File: src/hw/calc_pkg.sv
package calc_pkg;

    localparam int DATA_W           = 16;  // operand and result width
    localparam int BCD_DIGITS       = 5;   // enough for 32768
    localparam int SHIFT_CNT_W      = 4;   // counts DATA_W shift steps

    localparam int DEBOUNCE_CYCLES  = 10;  // low cycles that confirm a key
    localparam int DEBOUNCE_W       = 4;

    localparam int MAX_ENTRY_DIGITS = 4;   // 9999 fits a signed 16 bit word
    localparam int ENTRY_CNT_W      = 3;

    typedef enum logic [2:0] {
        OP_NONE = 3'd0,
        OP_NEG  = 3'd1,  // sign change of the entry
        OP_ADD  = 3'd2,
        OP_SUB  = 3'd3,
        OP_MUL  = 3'd4
    } op_t;

    // keypad index is row*4 + col
    localparam logic [3:0] KEY_ADD    = 4'd3;   // key A
    localparam logic [3:0] KEY_SUB    = 4'd7;   // key B
    localparam logic [3:0] KEY_MUL    = 4'd11;  // key C
    localparam logic [3:0] KEY_EQUAL  = 4'd12;  // '*'
    localparam logic [3:0] KEY_IGNORE = 4'd14;  // '#'
    localparam logic [3:0] KEY_NEG    = 4'd15;  // key D

    // digit carried on keypad_input when the key has none
    // keeps digit 0 apart from the '#' key
    localparam logic [3:0] NO_DIGIT   = 4'hF;

    // digit value per key index
    localparam logic [3:0] KEY_DIGIT [16] = '{
        4'd1, 4'd2, 4'd3, NO_DIGIT,
        4'd4, 4'd5, 4'd6, NO_DIGIT,
        4'd7, 4'd8, 4'd9, NO_DIGIT,
        NO_DIGIT, 4'd0, NO_DIGIT, NO_DIGIT
    };

endpackage

File: src/hw/keypad_scanner.sv
module keypad_scanner (
    input  logic            clk,
    input  logic            nRST,
    input  logic [3:0]      RowIn,           // active low, pulled up
    output logic [3:0]      ColOut,          // one column driven low
    output logic            read_input,      // key waiting for the controller
    input  logic            key_read,        // one cycle accept pulse
    output logic [3:0]      keypad_input,    // digit or NO_DIGIT
    output calc_pkg::op_t   operator_input,
    output logic            equal_input
);

    import calc_pkg::*;

    typedef enum logic [2:0] {
        IDLE,
        SCAN_COL,
        WAIT_STABLE,
        CONFIRM,
        WAIT_RELEASE
    } state_t;

    state_t                 state, next_state;
    logic [1:0]             col_index;       // column being driven
    logic [DEBOUNCE_W-1:0]  debounce_cnt;    // consecutive low cycles
    logic [3:0]             key_code;        // latched key index
    logic                   key_valid;       // some row low
    logic                   debounce_done;

    // lowest low row wins when several are down
    function automatic logic [3:0] encode_key(input logic [3:0] row, input logic [1:0] col);
        logic [1:0] r_sel;
        r_sel = 2'd0;
        for (int r = 3; r >= 0; r--) begin
            if (!row[r]) r_sel = 2'(r);
        end
        return {r_sel, col};
    endfunction

    assign key_valid     = ~&RowIn;
    assign debounce_done = (debounce_cnt == DEBOUNCE_W'(DEBOUNCE_CYCLES - 1));

    always_comb begin
        ColOut            = 4'b1111;
        ColOut[col_index] = 1'b0;            // walking zero
    end

    always_comb begin
        next_state = state;
        case (state)
            IDLE:         next_state = SCAN_COL;
            SCAN_COL:     next_state = key_valid ? WAIT_STABLE : SCAN_COL;
            WAIT_STABLE: begin
                if (!key_valid) next_state = SCAN_COL;       // bounce, start over
                else if (debounce_done) next_state = CONFIRM;
            end
            CONFIRM:      next_state = key_read ? WAIT_RELEASE : CONFIRM;
            WAIT_RELEASE: next_state = key_valid ? WAIT_RELEASE : IDLE;
            default:      next_state = IDLE;
        endcase
    end

    always_ff @(posedge clk or negedge nRST) begin
        if (!nRST) begin
            state        <= IDLE;
            col_index    <= 2'd0;
            debounce_cnt <= '0;
            read_input   <= 1'b0;
            key_code     <= KEY_IGNORE;
        end else begin
            state <= next_state;
            case (state)
                SCAN_COL: begin
                    if (key_valid) debounce_cnt <= DEBOUNCE_W'(1);  // first low cycle counts
                    else col_index <= col_index + 2'd1;             // wraps 3 to 0
                end
                WAIT_STABLE: begin
                    if (!key_valid) begin
                        debounce_cnt <= '0;
                    end else if (debounce_done) begin
                        key_code   <= encode_key(RowIn, col_index);
                        read_input <= 1'b1;
                    end else begin
                        debounce_cnt <= debounce_cnt + DEBOUNCE_W'(1);
                    end
                end
                WAIT_RELEASE: begin
                    if (!key_valid) read_input <= 1'b0;   // all rows back high
                end
                default: ;
            endcase
        end
    end

    // key index to digit, operator or equal
    always_comb begin
        keypad_input   = KEY_DIGIT[key_code];
        operator_input = OP_NONE;
        equal_input    = 1'b0;
        case (key_code)
            KEY_ADD:    operator_input = OP_ADD;
            KEY_SUB:    operator_input = OP_SUB;
            KEY_MUL:    operator_input = OP_MUL;
            KEY_NEG:    operator_input = OP_NEG;
            KEY_EQUAL:  equal_input    = 1'b1;
            KEY_IGNORE: ;                          // '#' has no function
            default:    ;                          // digit keys
        endcase
    end

endmodule

File: src/hw/calc_controller.sv
module calc_controller (
    input  logic                                 clk,
    input  logic                                 nRST,
    input  logic                                 read_input,
    input  logic [3:0]                           keypad_input,
    input  calc_pkg::op_t                        operator_input,
    input  logic                                 equal_input,
    output logic                                 key_read,
    output logic                                 calc_start,
    output logic signed [calc_pkg::DATA_W-1:0]   operand_a,
    output logic signed [calc_pkg::DATA_W-1:0]   operand_b,
    output calc_pkg::op_t                        calc_op,
    input  logic                                 arith_valid,
    input  logic signed [calc_pkg::DATA_W-1:0]   arith_result,
    input  logic                                 conv_busy
);

    import calc_pkg::*;

    logic signed [DATA_W-1:0]  entry;          // operand being typed
    logic signed [DATA_W-1:0]  acc;            // first operand or last result
    op_t                       pending_op;
    logic [ENTRY_CNT_W-1:0]    digit_cnt;      // digits in the entry
    logic                      key_done;       // key taken, wait for read_input low
    logic                      calc_pending;   // calc issued, result not back
    logic                      accept;
    logic                      is_digit;
    logic                      room;           // entry takes another digit
    logic signed [DATA_W-1:0]  entry_shifted;  // entry*10 + digit

    // hold the key while a result is still in flight
    assign accept   = read_input && !key_done && !calc_pending && !conv_busy;
    assign is_digit = (keypad_input != NO_DIGIT);
    assign room     = (digit_cnt < ENTRY_CNT_W'(MAX_ENTRY_DIGITS));

    always_comb begin
        entry_shifted = (entry <<< 3) + (entry <<< 1);   // times ten
        entry_shifted = entry_shifted + $signed({{(DATA_W-4){1'b0}}, keypad_input});
    end

    always_ff @(posedge clk or negedge nRST) begin
        if (!nRST) begin
            key_read     <= 1'b0;
            calc_start   <= 1'b0;
            key_done     <= 1'b0;
            calc_pending <= 1'b0;
            entry        <= '0;
            acc          <= '0;
            pending_op   <= OP_ADD;
            digit_cnt    <= '0;
        end else begin
            key_read   <= accept;
            calc_start <= accept && equal_input;

            if (accept) key_done <= 1'b1;
            else if (!read_input) key_done <= 1'b0;   // scanner saw the release

            if (accept && equal_input) calc_pending <= 1'b1;
            else if (arith_valid) calc_pending <= 1'b0;

            if (arith_valid) begin
                acc <= arith_result;                    // chaining
            end else if (accept) begin
                if (equal_input) begin
                    entry      <= '0;
                    digit_cnt  <= '0;
                    pending_op <= OP_ADD;               // next number adds to result
                end else if (operator_input == OP_NEG) begin
                    entry <= -entry;
                end else if (operator_input != OP_NONE) begin
                    if (digit_cnt != '0) acc <= entry;  // no digits keeps the result
                    pending_op <= operator_input;
                    entry      <= '0;
                    digit_cnt  <= '0;
                end else if (is_digit && room) begin
                    entry     <= entry_shifted;
                    digit_cnt <= digit_cnt + ENTRY_CNT_W'(1);
                end
                // '#' and excess digits fall through and are only acknowledged
            end
        end
    end

    // operands travel with calc_start
    always_ff @(posedge clk) begin
        if (accept && equal_input) begin
            operand_a <= acc;
            operand_b <= entry;
            calc_op   <= pending_op;
        end
    end

endmodule

File: src/hw/arith_unit.sv
module arith_unit (
    input  logic                                 clk,
    input  logic                                 nRST,
    input  logic                                 calc_start,
    input  logic signed [calc_pkg::DATA_W-1:0]   operand_a,
    input  logic signed [calc_pkg::DATA_W-1:0]   operand_b,
    input  calc_pkg::op_t                        calc_op,
    output logic                                 arith_valid,
    output logic signed [calc_pkg::DATA_W-1:0]   arith_result,
    output logic                                 arith_ovf
);

    import calc_pkg::*;

    logic signed [DATA_W:0]      sum_ext;    // one guard bit
    logic signed [DATA_W:0]      diff_ext;
    logic signed [2*DATA_W-1:0]  prod;       // full product
    logic signed [DATA_W-1:0]    res_next;
    logic                        ovf_next;

    always_comb begin
        sum_ext  = {operand_a[DATA_W-1], operand_a} + {operand_b[DATA_W-1], operand_b};
        diff_ext = {operand_a[DATA_W-1], operand_a} - {operand_b[DATA_W-1], operand_b};
        prod     = operand_a * operand_b;
        case (calc_op)
            OP_ADD: begin
                res_next = sum_ext[DATA_W-1:0];                      // wraps
                ovf_next = sum_ext[DATA_W] ^ sum_ext[DATA_W-1];
            end
            OP_SUB: begin
                res_next = diff_ext[DATA_W-1:0];
                ovf_next = diff_ext[DATA_W] ^ diff_ext[DATA_W-1];
            end
            OP_MUL: begin
                res_next = prod[DATA_W-1:0];                         // low half only
                ovf_next = (prod[2*DATA_W-1:DATA_W-1] != {(DATA_W+1){prod[DATA_W-1]}});
            end
            default: begin
                res_next = operand_b;    // no operator pending
                ovf_next = 1'b0;
            end
        endcase
    end

    always_ff @(posedge clk or negedge nRST) begin
        if (!nRST) arith_valid <= 1'b0;
        else arith_valid <= calc_start;          // fixed one cycle latency
    end

    always_ff @(posedge clk) begin
        if (calc_start) begin
            arith_result <= res_next;
            arith_ovf    <= ovf_next;
        end
    end

endmodule

File: src/hw/bin_to_bcd.sv
module bin_to_bcd (
    input  logic                                    clk,
    input  logic                                    nRST,
    input  logic                                    arith_valid,
    input  logic signed [calc_pkg::DATA_W-1:0]      arith_result,
    input  logic                                    arith_ovf,
    output logic                                    conv_busy,
    output logic                                    result_valid,
    output logic                                    result_neg,
    output logic [4*calc_pkg::BCD_DIGITS-1:0]       result_bcd,
    output logic                                    result_ovf
);

    import calc_pkg::*;

    logic [DATA_W-1:0]        mag_q;       // magnitude being shifted out
    logic [4*BCD_DIGITS-1:0]  bcd_q;       // digits being built
    logic                     neg_q;
    logic                     ovf_q;
    logic [SHIFT_CNT_W-1:0]   shift_cnt;
    logic [DATA_W-1:0]        mag_next;
    logic [4*BCD_DIGITS-1:0]  bcd_next;
    logic                     last_shift;

    // add 3 to every digit of 5 or more
    function automatic logic [4*BCD_DIGITS-1:0] add3(input logic [4*BCD_DIGITS-1:0] bcd);
        logic [4*BCD_DIGITS-1:0] res;
        res = bcd;
        for (int i = 0; i < BCD_DIGITS; i++) begin
            if (bcd[4*i +: 4] >= 4'd5) res[4*i +: 4] = bcd[4*i +: 4] + 4'd3;
        end
        return res;
    endfunction

    assign {bcd_next, mag_next} = {add3(bcd_q), mag_q} << 1;     // one double dabble step
    assign last_shift           = (shift_cnt == SHIFT_CNT_W'(DATA_W - 1));

    always_ff @(posedge clk or negedge nRST) begin
        if (!nRST) begin
            conv_busy    <= 1'b0;
            result_valid <= 1'b0;
            shift_cnt    <= '0;
        end else begin
            result_valid <= conv_busy && last_shift;
            if (arith_valid) begin
                conv_busy <= 1'b1;                      // load cycle
                shift_cnt <= '0;
            end else if (conv_busy) begin
                shift_cnt <= shift_cnt + SHIFT_CNT_W'(1);
                if (last_shift) conv_busy <= 1'b0;      // 16th shift done
            end
        end
    end

    always_ff @(posedge clk) begin
        if (arith_valid) begin
            neg_q <= arith_result[DATA_W-1];
            mag_q <= arith_result[DATA_W-1] ? DATA_W'(-arith_result) : arith_result;
            ovf_q <= arith_ovf;
            bcd_q <= '0;
        end else if (conv_busy) begin
            mag_q <= mag_next;
            bcd_q <= bcd_next;
        end
    end

    // outputs hold until the next conversion ends
    always_ff @(posedge clk) begin
        if (conv_busy && last_shift) begin
            result_bcd <= bcd_next;
            result_neg <= neg_q;
            result_ovf <= ovf_q;
        end
    end

endmodule

File: src/hw/calc_top.sv
module calc_top (
    input  logic                                clk,
    input  logic                                nRST,
    input  logic [3:0]                          RowIn,
    output logic [3:0]                          ColOut,
    output logic                                result_valid,
    output logic                                result_neg,
    output logic [4*calc_pkg::BCD_DIGITS-1:0]   result_bcd,
    output logic                                result_ovf
);

    import calc_pkg::*;

    logic                      read_input;     // scanner to controller
    logic                      key_read;
    logic [3:0]                keypad_input;
    op_t                       operator_input;
    logic                      equal_input;
    logic                      calc_start;     // controller to arith
    logic signed [DATA_W-1:0]  operand_a;
    logic signed [DATA_W-1:0]  operand_b;
    op_t                       calc_op;
    logic                      arith_valid;    // arith to controller and bcd
    logic signed [DATA_W-1:0]  arith_result;
    logic                      arith_ovf;
    logic                      conv_busy;      // back-pressure to controller

    keypad_scanner i_keypad_scanner (
        .clk, .nRST, .RowIn, .ColOut, .read_input, .key_read,
        .keypad_input, .operator_input, .equal_input
    );

    calc_controller i_calc_controller (
        .clk, .nRST, .read_input, .keypad_input, .operator_input, .equal_input,
        .key_read, .calc_start, .operand_a, .operand_b, .calc_op,
        .arith_valid, .arith_result, .conv_busy
    );

    arith_unit i_arith_unit (
        .clk, .nRST, .calc_start, .operand_a, .operand_b, .calc_op,
        .arith_valid, .arith_result, .arith_ovf
    );

    bin_to_bcd i_bin_to_bcd (
        .clk, .nRST, .arith_valid, .arith_result, .arith_ovf,
        .conv_busy, .result_valid, .result_neg, .result_bcd, .result_ovf
    );

endmodule

File: config.mk
export PLATFORM = sky130hd
export DESIGN_NAME = calc_top
export DESIGN_NICKNAME = d
export VERILOG_FILES = /design/src/hw/calc_pkg.sv /design/src/hw/keypad_scanner.sv /design/src/hw/calc_controller.sv /design/src/hw/arith_unit.sv /design/src/hw/bin_to_bcd.sv /design/src/hw/calc_top.sv
export SDC_FILE = /design/constraint.sdc
export NUM_CORES = 1
export LEC_CHECK = 0
export ABC_AREA = 1
export BUFFER_PORTS_ARGS = -buffer_cell sky130_fd_sc_hd__buf_2
export CORE_UTILIZATION = 60
export CTS_CLUSTER_SIZE = 28
export DETAILED_ROUTE_END_ITERATION = 16
export PLACE_DENSITY = 0.77
export SYNTH_ARGS = -nofsm -noshare
export SYNTH_HDL_FRONTEND = slang
export SYNTH_SLANG_ARGS = --single-unit
File: constraint.sdc
create_clock -name clk -period 12.5 [get_ports clk]
set_input_delay 3.125 -clock clk [delete_from_list [all_inputs] [get_ports clk]]
set_output_delay 3.125 -clock clk [all_outputs]
set_load 0.005 [all_outputs]
==> results.md, run 1 <==
| Result | This run |
|---|---|
| Number of buffers between clock root and the deepest sink | 2 |
| Basic-gate share of the synthesized area counting and, or, nand and nor cells | 20.6% |
| GR met2 Demand/Resource | 56.0% |
| TritonCTS sink count | 175 |
| Most used routing layer in global routing | met2 |
| Final worst path period share | 58.6% |
| Distinct cell type count after synthesis | 57 |
| DP Wirelength | 45900 um |
| Cell type with the largest total area after synthesis | sky130_fd_sc_hd__fa_1 |
| Gate Count Post-Synth | 2711 |
| Post-synthesis adder-cell area fraction | 34.6% |
| GPL Wtd Cong | 0.946 |
| Iter 0 DRT Violations | 1405 |
| Horizontal die dimension | 191 um |
| Sequential-to-total area share from yosys stat | 22.2% |
| Initial Util | 61.5% |
| Worst-path fanout max | 19 |
| Count of hold-fix buffers inserted at cts | 0 |
| Final non-filler cell area | 0.0225 sq mm |
| Startpoint Class | flop |
| Critical Path AT | 7.54 ns |
| Final ANT Viol Nets | 0 |
| Register bit total from synthesis | 175 |
| Cell area after placement | 0.0219 sq mm |
| Met3 demand-to-capacity share in global routing | 5.87% |
| Data required time of the critical path | 12.72 ns |
| Count of vias placed by the detailed router | 17800 |
| Leading cell type in the layout, fill and taps excluded | sky130_fd_sc_hd__nand2_1 |
| Number of buffers added for setup after CTS | 0 |
| CP bufs+invs | 5 |
| First-pass GRT wire length | 94200 um |
| Vias per inst | 5.63 |
| Number of warnings printed during yosys synthesis | 0 |
| Count of TritonRoute iterations in the first routing pass | 6 |
| Vias in the first global route | 18200 |
| Clk pin slew, worst setup/hold paths | 0.09 ns |
| Cell at the slowest stage of the critical path | sky130_fd_sc_hd__edfxtp_1 |
| Core area | 0.0348 sq mm |
| Final TNS setup | 0 ns |
| Xor and xnor fraction of the mapped netlist area | 1.39% |
| Aggregate global-route resource usage | 33.9% |
| Result of the run | finished, final reports clean |
| Cell area after technology mapping | 0.0214 sq mm |
| Complex-gate fraction of the synthesized area | 8.72% |
| Top cells by area, synth | sky130_fd_sc_hd__fa_1, sky130_fd_sc_hd__edfxtp_1, sky130_fd_sc_hd__nand2_1, sky130_fd_sc_hd__inv_1, sky130_fd_sc_hd__ha_1 |
| Layout Nets | 3135 |
| Start-to-end type of the worst setup path | flop to flop |
| Upper clock frequency limit | 136 MHz |
| Commonest register cell after synthesis | sky130_fd_sc_hd__edfxtp_1 |
| Floorplan die area | 0.0364 sq mm |
| Pin count of the biggest net entering global routing | 64 |
| Worst setup skew after layout | 0.0232 ns |
| Largest family of logic cells by synthesized area | adder cells |
| Setup violation total in the final timing report | 0 |
| Cell mode on critical path | sky130_fd_sc_hd__nand2_1 |
| Post-synth EDFFs | 92 |
| Worst hold-check path type | flop to flop |
| Mean cell area of the mapped netlist | 7.89 sq um |
| Critical path capture point type | flop |
| Kind of cell with the highest combined delay on the critical path | adder cells |
| Final hold viol count | 0 |
| Most frequent cells in the layout | sky130_fd_sc_hd__nand2_1, sky130_fd_sc_hd__inv_1, sky130_fd_sc_hd__fa_1 |
| Longest individual stage delay on the worst path | 0.70 ns |
| Routed Wire Length | 58200 um |
| Buffers added on ports | 32 |
| Count of max-cap constraint violations | 0 |
| Number of CTS-inserted buffers | 17 |
| Final global-route overflow total | 0 |
| Clock tree root driver cell | sky130_fd_sc_hd__clkbuf_16 |
| CTS tree | built |
| Post-DR wirelength/cell | 18.4 um |
| Fraction of final layout cells sized beyond drive strength 1 | 5.17% |
| Proportion of register bits with asynchronous set or reset after synthesis | 36.0% |
| Setup repair after global routing missed its margin | false |
| Count of final max-slew check failures | 0 |
| Skew-Pair Late Insertion Delay | 0.46 ns |
| Post-CTS resize count | 0 |
| Site Rows | 68 |
| Number of nets in the synthesized netlist | 3149 |
| Fraction of synthesized area in multiplexers | 0.187% |
| Layout area overhead | 5.40% |
| Transition time at the pin with the least slew margin | 1.23 ns |
| Global routing met1 resource utilization | 43.2% |
| DRC errors left | 0 |
| Number of top-level pins | 33 |
| Antenna violations before repair | 4 |
| Htree depth | 4 |
| Worst max-slew margin expressed relative to the limit | 17.1% |
| Top cell type's share of synthesized area | 24.9% |
| Minimum clock period | 7.33 ns |
| Overall die height | 191 um |
==> cell type report <==
cell class | count | area, sq um
clock inverters | 15 | 221
fillers | 2939 | 12300
well taps | 455 | 569
inverters | 615 | 2310
diodes | 1 | 2.50
multi-input cells | 1844 | 14000
repair buffers | 44 | 250
flip-flops and latches | 175 | 4740
clock buffers | 17 | 425
==> worst register-to-register path, delay by kind of cell, from the launching register on <==
kind                     cells  cell delay, ns
buffers and inverters        5            0.59
adder cells (fa/ha/maj)      7            3.71
flip-flops                   1            0.70
AND/OR/NAND/NOR             14            2.08
==> through the flow <==
step,util (%),std cells,hold WS [ns],setup WS [ns]
floorplan,-,2711,0.400,6.09
global placement,62.9,3133,0.423,5.32
detailed placement,62.9,3133,0.409,5.18
CTS,64.8,3165,0.411,5.19
global route,64.8,3165,0.439,4.74
finish,64.8,3166,0.406,5.17
==> logic make-up after synthesis <==
| family | count (synthesis) |
|---|---|
| XOR/XNOR | 34 |
| AND/OR/NAND/NOR | 1046 |
| multiplexers | 4 |
| buffers and inverters | 692 |
| adder cells (fa/ha/maj) | 432 |
| AO/OA/AOI/OAI | 328 |
| flip-flops | 175 |
==> flip-flops by register name, indices dropped and copies added, names as in the netlist, 4 cells and up <==
name and cells:
i_keypad_scanner.debounce_cnt 4, i_bin_to_bcd.shift_cnt 4, i_calc_controller.acc 16, i_calc_controller.entry 16, i_bin_to_bcd.result_bcd 20, i_keypad_scanner.key_code 4
i_arith_unit.arith_result 16, i_bin_to_bcd.mag_q 16, i_calc_controller.operand_b 16, i_bin_to_bcd.bcd_q 20, i_calc_controller.operand_a 16
==> metal layers <==
metal,share of wire (%),vias up
li1,-,8402
met5,0.046,-
met3,7.9,157
met1,40,8517
met4,5.0,4
met2,47,757
==> worst paths after layout <==
path,from,end,slack (ns),cells past startpoint
max in group asynchronous,nRST,i_calc_controller.entry[13]$_DFFE_PN0P_,9.10,2
hold reg to reg,i_bin_to_bcd.ovf_q$_DFFE_PP_,i_bin_to_bcd.result_ovf$_DFFE_PP_,0.41,0
setup reg to reg,i_calc_controller.operand_a[15]$_DFFE_PP_,i_arith_unit.arith_ovf$_SDFFCE_PP0P_,5.17,26
hold / removal,i_bin_to_bcd.ovf_q$_DFFE_PP_,i_bin_to_bcd.result_ovf$_DFFE_PP_,0.41,0
min in group asynchronous,nRST,i_keypad_scanner.debounce_cnt[3]$_DFFE_PN0P_,2.83,2
setup / recovery,i_calc_controller.operand_a[15]$_DFFE_PP_,i_arith_unit.arith_ovf$_SDFFCE_PP0P_,5.17,26
==> synthesized netlist by cell type (all sizes together), types with 4 or more instances <==
| cell type | number |
|---|---|
| dfrtp | 59 |
| xor2 | 26 |
| o22ai | 15 |
| o21a | 4 |
| a31oi | 8 |
| xnor2 | 8 |
| o211ai | 17 |
| o21ai | 129 |
| nor2 | 124 |
| nand4 | 34 |
| a21oi | 115 |
| a21o | 4 |
| clkbuf | 63 |
| edfxtp | 92 |
| dfstp | 4 |
| fa | 266 |
| mux2i | 4 |
| nor3 | 29 |
| ha | 166 |
| nor4 | 10 |
| buf | 14 |
| o21bai | 7 |
| nand2 | 694 |
| or2 | 18 |
| nand3 | 129 |
| dfxtp | 20 |
| a211oi | 5 |
| nand3b | 4 |
| o2111ai | 8 |
| inv | 613 |
Power of run 1 is not shown: default switching activity piles up to over one toggle a cycle in this logic, so the estimate is an artifact.
==> inputs of run 2 (changes only) <==
- PLACE_DENSITY: 0.77 -> 0.81
- clock period: 12.5 -> 6.1 ns (I/O delays scaled with it)
==> run 2 against run 1 <==
Compared with the run above: largest cell class unchanged; the flow now finishes with violations (setup timing); via count up 8.4%; final cell count up 6.3%; non-clock buffer count up 199; critical endpoint unchanged; register-to-register slack worse by 5.4 ns; highest routed layer unchanged; clock-buffer cell count up 3; final area up 9.6%; critical path depth down 1; routed wire length up 11%.
==> results.md, run 2 (synthesis gave the netlist of run 1 again) <==
| Result | This run |
|---|---|
| Layout filler cell count | 2660 |
| Vias per inst | 5.74 |
| Final ANT Viol Nets | 0 |
| Start-to-end type of the worst setup path | flop to flop |
| Routed Wire Length | 64800 um |
| Layout Nets | 3336 |
| Violations in the final reports | setup timing |
| Post-DR wirelength/cell | 19.2 um |
| Aggregate global-route resource usage | 37.0% |
| Horizontal die dimension | 191 um |
| DP Wirelength | 50400 um |
| Worst setup skew after layout | 0.0254 ns |
| Critical Path AT | 6.49 ns |
| Count of final max-slew check failures | 0 |
| Worst hold-check path type | flop to flop |
| Number of top-level pins | 33 |
| TritonCTS sink count | 175 |
| Largest registers | i_bin_to_bcd.bcd_q: 20 flops, i_bin_to_bcd.result_bcd: 20 flops |
| CP bufs+invs | 3 |
| Clock tree root driver cell | sky130_fd_sc_hd__clkbuf_16 |
| Cell at the slowest stage of the critical path | sky130_fd_sc_hd__fa_1 |
| Site Rows | 68 |
| First-pass GRT wire length | 103000 um |
| Startpoint Class | flop |
| Setup slack of the critical path after layout | -0.210 ns |
| Count of TritonRoute iterations in the first routing pass | 7 |
| Layout Utilization | 71.0% |
| GPL Wtd Cong | 1.05 |
| Count of max-cap constraint violations | 0 |
| Overall die height | 191 um |
| Kind of cell with the highest combined delay on the critical path | adder cells |
| Pin count of the biggest net entering global routing | 64 |
| Count of vias placed by the detailed router | 19300 |
| Vias in the first global route | 19400 |
| Worst max-slew margin expressed relative to the limit | 37.5% |
| Result of the run | complete, but fails checks |
| Fraction of final layout cells sized beyond drive strength 1 | 14.6% |
| Count of hold-fix buffers inserted at cts | 0 |
| Htree depth | 4 |
| Iter 0 DRT Violations | 1900 |
| Buffers added on ports | 32 |
| Core area | 0.0348 sq mm |
| Post-placement worst setup slack | -0.302 ns |
| Worst-path fanout max | 7 |
| Clk pin slew, worst setup/hold paths | 0.07 ns |
| Transition time at the pin with the least slew margin | 0.937 ns |
| DRC errors left | 0 |
| Most frequent cells in the layout | sky130_fd_sc_hd__nand2_1, sky130_fd_sc_hd__inv_1, sky130_fd_sc_hd__fa_1 |
| Final worst path period share | 103% |
| Floorplan die area | 0.0364 sq mm |
| Initial Util | 61.5% |
| Setup violation total in the final timing report | 1 |
| Setup repair after global routing missed its margin | true |
| Final hold viol count | 0 |
| Number of CTS-inserted buffers | 17 |
| Skew-Pair Late Insertion Delay | 0.45 ns |
| Upper clock frequency limit | 158 MHz |
| Longest individual stage delay on the worst path | 0.57 ns |
| Data required time of the critical path | 6.28 ns |
| Antenna violations before repair | 3 |
| Final global-route overflow total | 0 |
| CTS tree | built |
| Layout area overhead | 15.5% |
| Leading cell type in the layout, fill and taps excluded | sky130_fd_sc_hd__nand2_1 |
| Minimum clock period | 6.31 ns |
| Critical path capture point type | flop |
| Number of buffers between clock root and the deepest sink | 2 |
-- run 2: cell count changes in the layout (fill, tap and decap cells not counted), moves of 10 or more --
cell,previous run,this run
sky130_fd_sc_hd__buf_12,0,15
sky130_fd_sc_hd__ha_4,0,18
sky130_fd_sc_hd__buf_4,12,189
sky130_fd_sc_hd__a21oi_2,2,14
sky130_fd_sc_hd__nor2_1,116,102
sky130_fd_sc_hd__nand2_2,8,22
sky130_fd_sc_hd__a21oi_1,113,101
sky130_fd_sc_hd__nand2_1,685,665
sky130_fd_sc_hd__ha_1,166,147
sky130_fd_sc_hd__inv_1,600,590
-- run 2: worst paths after layout --
kind	cells past startpoint	to	slack [ns]	start
setup / recovery	25	i_arith_unit.arith_ovf$_SDFFCE_PP0P_	-0.21	i_calc_controller.operand_b[4]$_DFFE_PP_
hold / removal	0	i_bin_to_bcd.result_ovf$_DFFE_PP_	0.44	i_bin_to_bcd.ovf_q$_DFFE_PP_
setup reg to reg	25	i_arith_unit.arith_ovf$_SDFFCE_PP0P_	-0.21	i_calc_controller.operand_b[4]$_DFFE_PP_
hold reg to reg	0	i_bin_to_bcd.result_ovf$_DFFE_PP_	0.44	i_bin_to_bcd.ovf_q$_DFFE_PP_
max in group asynchronous	2	i_calc_controller.acc[7]$_DFFE_PN0P_	4.28	nRST
min in group asynchronous	2	i_keypad_scanner.col_index[0]$_DFFE_PN0P_	1.26	nRST
-- run 2: cell type report --
type | instances | area, sq um | share of cell area, %
inverters | 615 | 2320 | 9.39
well taps | 455 | 569 | 2.30
repair buffers | 243 | 1960 | 7.93
flip-flops and latches | 175 | 4740 | 19.2
clock inverters | 12 | 130 | 0.527
multi-input cells | 1846 | 14500 | 58.9
clock buffers | 20 | 437 | 1.77
diodes | 1 | 2.50 | 0.0101
-- run 2: worst register-to-register path: stages, from the launching register on --
cell	delay, ns
sky130_fd_sc_hd__edfxtp_1	0.55
sky130_fd_sc_hd__buf_6	0.22
sky130_fd_sc_hd__nand2_1	0.09
sky130_fd_sc_hd__fa_1	0.57
sky130_fd_sc_hd__fa_1	0.45
sky130_fd_sc_hd__fa_1	0.51
sky130_fd_sc_hd__fa_1	0.57
sky130_fd_sc_hd__fa_1	0.43
sky130_fd_sc_hd__fa_1	0.51
sky130_fd_sc_hd__inv_1	0.06
sky130_fd_sc_hd__ha_2	0.44
sky130_fd_sc_hd__nand2_4	0.09
sky130_fd_sc_hd__nor2_4	0.19
sky130_fd_sc_hd__inv_2	0.08
sky130_fd_sc_hd__nor2_4	0.12
sky130_fd_sc_hd__nand2_2	0.08
sky130_fd_sc_hd__nand4_1	0.21
sky130_fd_sc_hd__nand2_2	0.22
sky130_fd_sc_hd__nand2_1	0.10
sky130_fd_sc_hd__nand2_1	0.06
sky130_fd_sc_hd__nor2_2	0.13
sky130_fd_sc_hd__nand2_1	0.08
sky130_fd_sc_hd__nor2_1	0.12
sky130_fd_sc_hd__nand3_1	0.09
sky130_fd_sc_hd__nand2_1	0.06
sky130_fd_sc_hd__nand2_1	0.04
-- run 2: metrics by stage --
stage / hold WS [ns] / cell area [sq um] / std cells / TNS (ns)
2_1_floorplan: 0.400 / 21400 / 2711 / 0
3_3_place_gp: 0.405 / 23400 / 3307 / -0.276
3_5_place_dp: 0.413 / 23400 / 3307 / -0.302
4_1_cts: 0.438 / 24600 / 3361 / -0.00472
5_1_grt: 0.461 / 24700 / 3366 / -0.365
6_report: 0.441 / 24700 / 3367 / -0.210
-- run 2: repair_timing --
item,4_1_cts,5_1_grt
buffers inserted,20,4
endpoints found under the setup margin,2,3
gates cloned,2,1
pin swaps,66,23
resized for setup,85,29
-- run 2: routing by layer --
metal / track usage [%] / up-vias / share of wire (%)
met5: 0 / - / 0.19
met4: 18.4 / 4 / 5.7
met3: 6.81 / 244 / 9.8
met2: 58.8 / 1034 / 46
met1: 48.6 / 9259 / 38
li1: - / 8794 / -
Power of run 2 is left out for the same reason.
